### config.mk
export PLATFORM = sky130hd
export DESIGN_NAME = rv32_csr_unit
export DESIGN_NICKNAME = d
export VERILOG_FILES = /design/src/design/rv32_csr_pkg.sv /design/src/design/rv32_csr_decode.sv /design/src/design/rv32_csr_counters.sv /design/src/design/rv32_csr_file.sv /design/src/design/rv32_csr_unit.sv
export SDC_FILE = /design/constraint.sdc
export NUM_CORES = 1
export LEC_CHECK = 0
export BUFFER_PORTS_ARGS = -buffer_cell sky130_fd_sc_hd__buf_2
export CORE_ASPECT_RATIO = 0.5
export CORE_MARGIN = 5
export CORE_UTILIZATION = 51
export CTS_BUF_LIST = sky130_fd_sc_hd__clkbuf_4 sky130_fd_sc_hd__clkbuf_8 sky130_fd_sc_hd__clkbuf_16
export DETAILED_ROUTE_END_ITERATION = 16
export GPL_ROUTABILITY_DRIVEN = 0
export PLACE_DENSITY = 0.8
export SYNTH_ARGS = -nofsm -noshare
export SYNTH_HDL_FRONTEND = slang
export SYNTH_HIERARCHICAL = 1
export SYNTH_SLANG_ARGS = --single-unit
### constraint.sdc
create_clock -name clk -period 7.3 [get_ports clk]
set_clock_uncertainty 0.15 [all_clocks]
set_input_delay 1.46 -clock clk [delete_from_list [all_inputs] [get_ports clk]]
set_output_delay 1.46 -clock clk [all_outputs]
set_load 0.02 [all_outputs]
### src/design/rv32_csr_pkg.sv
`default_nettype none

package rv32_csr_pkg;

    // --------------------
    // Machine CSR addresses
    // --------------------
    localparam logic [11:0] csr_misa      = 12'h301;
    localparam logic [11:0] csr_mscratch  = 12'h340;

    localparam logic [11:0] csr_mcycle    = 12'hB00;
    localparam logic [11:0] csr_minstret  = 12'hB02;
    localparam logic [11:0] csr_mcycleh   = 12'hB80;
    localparam logic [11:0] csr_minstreth = 12'hB82;

    // User counter shadows.
    localparam logic [11:0] csr_cycle     = 12'hC00;
    localparam logic [11:0] csr_time      = 12'hC01;
    localparam logic [11:0] csr_instret   = 12'hC02;
    localparam logic [11:0] csr_cycleh    = 12'hC80;
    localparam logic [11:0] csr_timeh     = 12'hC81;
    localparam logic [11:0] csr_instreth  = 12'hC82;

    localparam logic [11:0] csr_mvendorid = 12'hF11;
    localparam logic [11:0] csr_marchid   = 12'hF12;
    localparam logic [11:0] csr_mimpid    = 12'hF13;
    localparam logic [11:0] csr_mhartid   = 12'hF14;

    // Ranges that read as zero.
    localparam logic [11:0] csr_mhpmevent_base    = 12'h323;
    localparam int          csr_mhpmevent_count   = 29;
    localparam logic [11:0] csr_pmpcfg_base       = 12'h3A0;
    localparam int          csr_pmpcfg_count      = 4;
    localparam logic [11:0] csr_pmpaddr_base      = 12'h3B0;
    localparam int          csr_pmpaddr_count     = 16;
    localparam logic [11:0] csr_mhpmcounter_base  = 12'hB03;
    localparam logic [11:0] csr_mhpmcounterh_base = 12'hB83;
    localparam int          csr_mhpmcounter_count = 29;

    // --------------------
    // Encodings
    // --------------------
    localparam logic [31:0] misa_value    = 32'h4000_0100; // MXL=1, I only.
    localparam logic [6:0]  opcode_system = 7'b1110011;

    typedef enum logic [1:0] {
        op_rw = 2'b00,
        op_rs = 2'b01,
        op_rc = 2'b10
    } csr_write_op_e;

    typedef struct packed {
        logic [11:0] imm12;
        logic [4:0]  rs1;
        logic [2:0]  funct3;
        logic [4:0]  rd;
        logic [6:0]  opcode;
    } i_type_t;

    typedef struct packed {
        logic [11:0] addr;
        logic [4:0]  src;     // rs1 index or zimm.
        logic        imm_sel;
        logic [1:0]  op;      // Raw funct3[1:0].
        logic [4:0]  rd;
        logic [6:0]  opcode;
    } csr_type_t;

    typedef union packed {
        i_type_t   i_type;
        csr_type_t csr_type;
    } rv32_instr_u;

    typedef struct packed {
        logic          valid;
        logic          read;
        logic          write;
        csr_write_op_e op;
        logic [11:0]   addr;
        logic [4:0]    rd;
        logic [31:0]   src_value;
    } csr_req_t;

    typedef struct packed {
        logic [63:0] cycle;
        logic [63:0] instret;
    } csr_counters_t;

endpackage

`default_nettype wire

### src/design/rv32_csr_decode.sv
`timescale 1ns/1ps
`default_nettype none

module rv32_csr_decode import rv32_csr_pkg::*; (
    input  rv32_instr_u instr,
    input  logic        instr_valid,
    input  logic [31:0] rs1_value,
    output csr_req_t    req,
    output logic        bad_funct3
);

    logic          is_system;
    logic          funct3_ok;
    logic          valid;
    logic          rd_is_x0;
    logic          src_is_zero;
    csr_write_op_e op;
    logic [31:0]   src_value;

    // --------------------
    // Legality from the i_type view
    // --------------------
    assign is_system = instr.i_type.opcode == opcode_system;

    // 000 and 100 are not CSR instructions.
    assign funct3_ok = instr.i_type.funct3[1:0] != 2'b00;

    assign valid      = instr_valid && is_system;
    assign bad_funct3 = valid && !funct3_ok;

    // --------------------
    // Request from the csr_type view
    // --------------------
    always_comb begin
        case (instr.csr_type.op)
            2'b01:   op = op_rw;
            2'b10:   op = op_rs;
            2'b11:   op = op_rc;
            default: op = op_rw; // Flagged by bad_funct3.
        endcase
    end

    assign rd_is_x0    = instr.csr_type.rd == 5'd0;
    assign src_is_zero = instr.csr_type.src == 5'd0;

    always_comb begin
        if (instr.csr_type.imm_sel) begin
            src_value = {27'b0, instr.csr_type.src}; // Zero-extended zimm.
        end else begin
            src_value = rs1_value;
        end
    end

    always_comb begin
        req.valid     = valid;
        // A plain write to x0 does not read the CSR.
        req.read      = valid && (!rd_is_x0 || op != op_rw);
        // Set or clear with a zero source leaves the CSR alone.
        req.write     = valid && (op == op_rw || !src_is_zero);
        req.op        = op;
        req.addr      = instr.csr_type.addr;
        req.rd        = instr.csr_type.rd;
        req.src_value = src_value;
    end

endmodule

`default_nettype wire

### src/design/rv32_csr_counters.sv
`timescale 1ns/1ps
`default_nettype none

module rv32_csr_counters import rv32_csr_pkg::*; (
    input  logic          clk,
    input  logic          rst_n,
    input  logic          instr_retired,
    output csr_counters_t counters
);

    logic [63:0] cycle;
    logic [63:0] instret;

    // Free running even under stall.
    always_ff @(posedge clk or negedge rst_n) begin
        if (!rst_n) begin
            cycle <= 64'd0;
        end else begin
            cycle <= cycle + 64'd1;
        end
    end

    always_ff @(posedge clk or negedge rst_n) begin
        if (!rst_n) begin
            instret <= 64'd0;
        end else if (instr_retired) begin
            instret <= instret + 64'd1;
        end
    end

    assign counters.cycle   = cycle;
    assign counters.instret = instret;

    // --------------------
    // Checks
    // --------------------
    cycle_step_a: assert property (
        @(posedge clk) disable iff (!rst_n)
        $past(rst_n) |-> counters.cycle == $past(counters.cycle) + 64'd1
    ) else $error("cycle counter did not advance by one");

endmodule

`default_nettype wire

### src/design/rv32_csr_file.sv
`timescale 1ns/1ps
`default_nettype none

module rv32_csr_file import rv32_csr_pkg::*; (
    input  logic          clk,
    input  logic          rst_n,
    input  logic          stall,
    input  csr_req_t      req,
    input  logic          bad_funct3,
    input  csr_counters_t counters,
    output logic [31:0]   rd_value,
    output logic          rd_write,
    output logic          illegal
);

    logic [31:0] mscratch;
    logic [31:0] old_value;
    logic [31:0] new_value;
    logic        known;
    logic        ro_write;
    logic        req_illegal;
    logic        accept;

    // --------------------
    // Read multiplexer
    // --------------------
    always_comb begin
        known     = 1'b1;
        old_value = 32'd0;
        case (req.addr) inside
            csr_misa:                          old_value = misa_value;
            csr_mscratch:                      old_value = mscratch;
            csr_mcycle, csr_cycle, csr_time:   old_value = counters.cycle[31:0];
            csr_mcycleh, csr_cycleh, csr_timeh: old_value = counters.cycle[63:32];
            csr_minstret, csr_instret:         old_value = counters.instret[31:0];
            csr_minstreth, csr_instreth:       old_value = counters.instret[63:32];
            csr_mvendorid, csr_marchid,
            csr_mimpid, csr_mhartid:           old_value = 32'd0;
            [csr_mhpmevent_base :
             csr_mhpmevent_base + 12'(csr_mhpmevent_count - 1)]:
                old_value = 32'd0;
            [csr_pmpcfg_base :
             csr_pmpcfg_base + 12'(csr_pmpcfg_count - 1)]:
                old_value = 32'd0;
            [csr_pmpaddr_base :
             csr_pmpaddr_base + 12'(csr_pmpaddr_count - 1)]:
                old_value = 32'd0;
            [csr_mhpmcounter_base :
             csr_mhpmcounter_base + 12'(csr_mhpmcounter_count - 1)]:
                old_value = 32'd0;
            [csr_mhpmcounterh_base :
             csr_mhpmcounterh_base + 12'(csr_mhpmcounter_count - 1)]:
                old_value = 32'd0;
            default: begin
                known     = 1'b0; // Unimplemented address.
                old_value = 32'd0;
            end
        endcase
    end

    // --------------------
    // Write value and legality
    // --------------------
    always_comb begin
        case (req.op)
            op_rw:   new_value = req.src_value;
            op_rs:   new_value = old_value | req.src_value;
            op_rc:   new_value = old_value & ~req.src_value;
            default: new_value = req.src_value;
        endcase
    end

    assign ro_write    = req.write && req.addr[11:10] == 2'b11;
    assign req_illegal = bad_funct3 || !known || ro_write;
    assign accept      = req.valid && !stall;

    // Counter writes are legal but dropped.
    always_ff @(posedge clk or negedge rst_n) begin
        if (!rst_n) begin
            mscratch <= 32'd0;
        end else if (accept && req.write && !req_illegal && req.addr == csr_mscratch) begin
            mscratch <= new_value;
        end
    end

    // --------------------
    // Result register
    // --------------------
    always_ff @(posedge clk or negedge rst_n) begin
        if (!rst_n) begin
            rd_write <= 1'b0;
            illegal  <= 1'b0;
        end else begin
            rd_write <= accept && req.read && !req_illegal;
            illegal  <= accept && req_illegal;
        end
    end

    always_ff @(posedge clk) begin
        if (accept) begin
            rd_value <= old_value; // Value before this edge's write.
        end
    end

    strobe_excl_a: assert property (
        @(posedge clk) disable iff (!rst_n)
        !(rd_write && illegal)
    ) else $error("rd_write and illegal raised together");

    op_code_a: assert property (
        @(posedge clk) disable iff (!rst_n)
        req.valid |-> req.op inside {op_rw, op_rs, op_rc}
    ) else $error("valid request carries op code 11");

endmodule

`default_nettype wire

### src/design/rv32_csr_unit.sv
`timescale 1ns/1ps
`default_nettype none

module rv32_csr_unit import rv32_csr_pkg::*; (
    input  logic        clk,
    input  logic        rst_n,
    input  logic [31:0] instr,
    input  logic        instr_valid,
    input  logic [31:0] rs1_value,
    input  logic        stall,
    input  logic        instr_retired,
    output logic [31:0] rd_value,
    output logic        rd_write,
    output logic        illegal
);

    csr_req_t      req;
    logic          bad_funct3;
    csr_counters_t counters;

    // --------------------
    // Decode
    // --------------------
    rv32_csr_decode u_decode (
        .instr       (instr),
        .instr_valid (instr_valid),
        .rs1_value   (rs1_value),
        .req         (req),
        .bad_funct3  (bad_funct3)
    );

    rv32_csr_counters u_counters (
        .clk           (clk),
        .rst_n         (rst_n),
        .instr_retired (instr_retired),
        .counters      (counters)
    );

    // Results registered one cycle after the request.
    rv32_csr_file u_file (
        .clk        (clk),
        .rst_n      (rst_n),
        .stall      (stall),
        .req        (req),
        .bad_funct3 (bad_funct3),
        .counters   (counters),
        .rd_value   (rd_value),
        .rd_write   (rd_write),
        .illegal    (illegal)
    );

endmodule

`default_nettype wire

==> results.yml <==
grt:
  grt_use_total: 0.244
  antenna_found_initial: 0
  grt_pass1_wl_mm: 47.9
  grt.overflow.total: 0
  grt_max_degree: 95
  grt_pass1_vias: 8748
detailed_routing:
  drt_iter0_markers: 1346
  routed_wl_mm: 30.1
  antenna_left: 0
  route.detailed.drc: 0
  wl_per_cell_um: 20.0
  num_vias: 9204
  vias_per_cell: 6.13
  firstDrtPassIters: 7
placement:
  dp_hpwl_mm: 21.3
  portBuffers: 102
clocking:
  cts_inserted_buffers: 17
  cts_hold_buffers: 0
  htree_levels: 4
  cts_resized: 0
  cts_tree: "done"
  worstSkewPairLatency_ps: 430
  cts-root-buf: "clkbuf_16"
  clkSinkCount: 194
  path_clk_slew_ps: 70
  postCtsSetupRepairBufs: 0
  clk_path_buf_depth: 2
timing:
  final-hold-violation-count: 0
  maxSlewHeadroom: 0.158
  fin_crit_ps: 4320
  clock.fmax_mhz: 232
  worst_slew_pin_slew_ps: 1260
  whs_ps: 322
  timing.final.crit_share: 0.591
  drv_slew: 0
  timing.setup.tns_ps: 0
  setup_violations: 0
  rsz0062_at_grt: "false"
flow_run:
  maxCapViolCount: 0
setup_path:
  r2r_slack_ps: 4120
  crit_arrival_ps: 4530
  worstPathMaxFanout: 60
  required_ps: 7510
  end_kind: "flip-flop"
  start_kind: "input pin"
  worst-setup-path-type: "input pin to flip-flop"
worst_hold_path:
  hp-class: "flip-flop to flip-flop"
pwr:
  power_density_nw_per_um2: 188
  vdd_drop_max_mv: 0.195
  leakage_uw: 0.00520
floorplanning:
  initial_utilization: 0.525
  design.core.area_um2: 20700
  die_area_um2: 24500
  placementRows: 37
  die_h_um: 113
  die_width_um: 217
  io_pins: 103
outcome:
  run_status: "finished clean"
layout:
  fin_nets: 1288
  drive_gt1_frac: 0.149
  antenna_cells: 0
  area_growth_pct: 10.4
synthesis:
  synth_area_um2: 10900
  synth.avg_cell_area_um2: 9.40
  syn_inst: 1157
  yosysWarnings: 6
  syn_nets: 1230
-- critical path, cell delays in order --
cell and delay, ps:
buf_2 90, buf_4 320, or4b_2 740, or3_1 680
nand2b_2 330, buf_4 350, nor2_1 240, o211ai_1 120
nand3_1 140
-- layout by cell type (no fill, tap or decap), types with 5 or more instances in the layout --
master and n:
o211ai_1 19, and2_1 5, a32oi_1 8, a211oi_1 8, nor3_1 36, nand3_1 62, nor2b_1 28, a221o_1 5
and4_1 11, nor2_1 84, and3_1 22, mux2i_1 19, nor2_4 10, nor4b_1 6, a221oi_1 9, inv_1 54
xor2_1 57, inv_6 5, buf_2 101, xnor2_1 69, nand2_1 129, buf_4 9, nor4_1 13, a211o_1 6
o21ai_1 6, clkbuf_16 17, dfrtp_1 162, a21oi_1 86, edfxtp_1 32, nor3_2 5, o31ai_1 11, nand4_1 46
o21ai_0 18
-- flip-flops by register name (all words and copies together), names as in the netlist --
name,cells
u_counters/cycle,64
u_counters/instret,64
u_file/mscratch,32
u_file/rd_value,32
u_file/illegal,1
u_file/rd_write,1
-- per-layer routing --
layer  wire length (um)  track usage
met2              13300        0.372
met5                  0            0
met1              12900        0.360
met4                391       0.0487
met3               3530       0.0561
-- report_power, final --
part	internal, uW	total (uW)	leakage, uW	switching (uW)
clock	509	938	0.000286	429
combinational	63.6	168	0.00245	104
sequential	1120	1150	0.00247	35.8
total	1690	2260	0.00520	569
-- worst paths after layout --
| path | endpoint | start | cells past startpoint |
|---|---|---|---|
| max | u_file/mscratch[23] | instr[27] | 9 |
| min | u_counters/instret[63] | u_counters/instret[63] | 1 |
| max reg2reg | u_counters/cycle[50] | u_counters/cycle[0] | 6 |
| min reg2reg | u_counters/instret[63] | u_counters/instret[63] | 1 |
| max in group asynchronous | u_counters/cycle[29] | rst_n | 2 |
| min in group asynchronous | u_counters/instret[8] | rst_n | 1 |
-- final cells by class --
type                            count  area (um^2)
Fill cell                        1714         8730
Multi-Input combinational cell    837         5280
Sequential cell                   194         5010
Timing Repair Buffer              111          584
Clock buffer                       17          425
Tap cell                          273          342
Inverter                           54          203
Clock inverter                     15          154
-- stage by stage --
stage / area (um^2) / instances / total power (uW) / setup slack [ps] / utilization
2_1_floorplan: 10900 / 1157 / 1270 / 3550 / -
3_3_place_gp: 11400 / 1469 / 1330 / 2690 / 0.551
3_5_place_dp: 11400 / 1469 / 1340 / 2580 / 0.551
4_1_cts: 12000 / 1501 / 2270 / 3060 / 0.579
5_1_grt: 12000 / 1501 / 2340 / 2860 / 0.579
6_report: 12000 / 1501 / 2260 / 2980 / 0.579
Note: power is estimated with default switching activity, not from simulation.
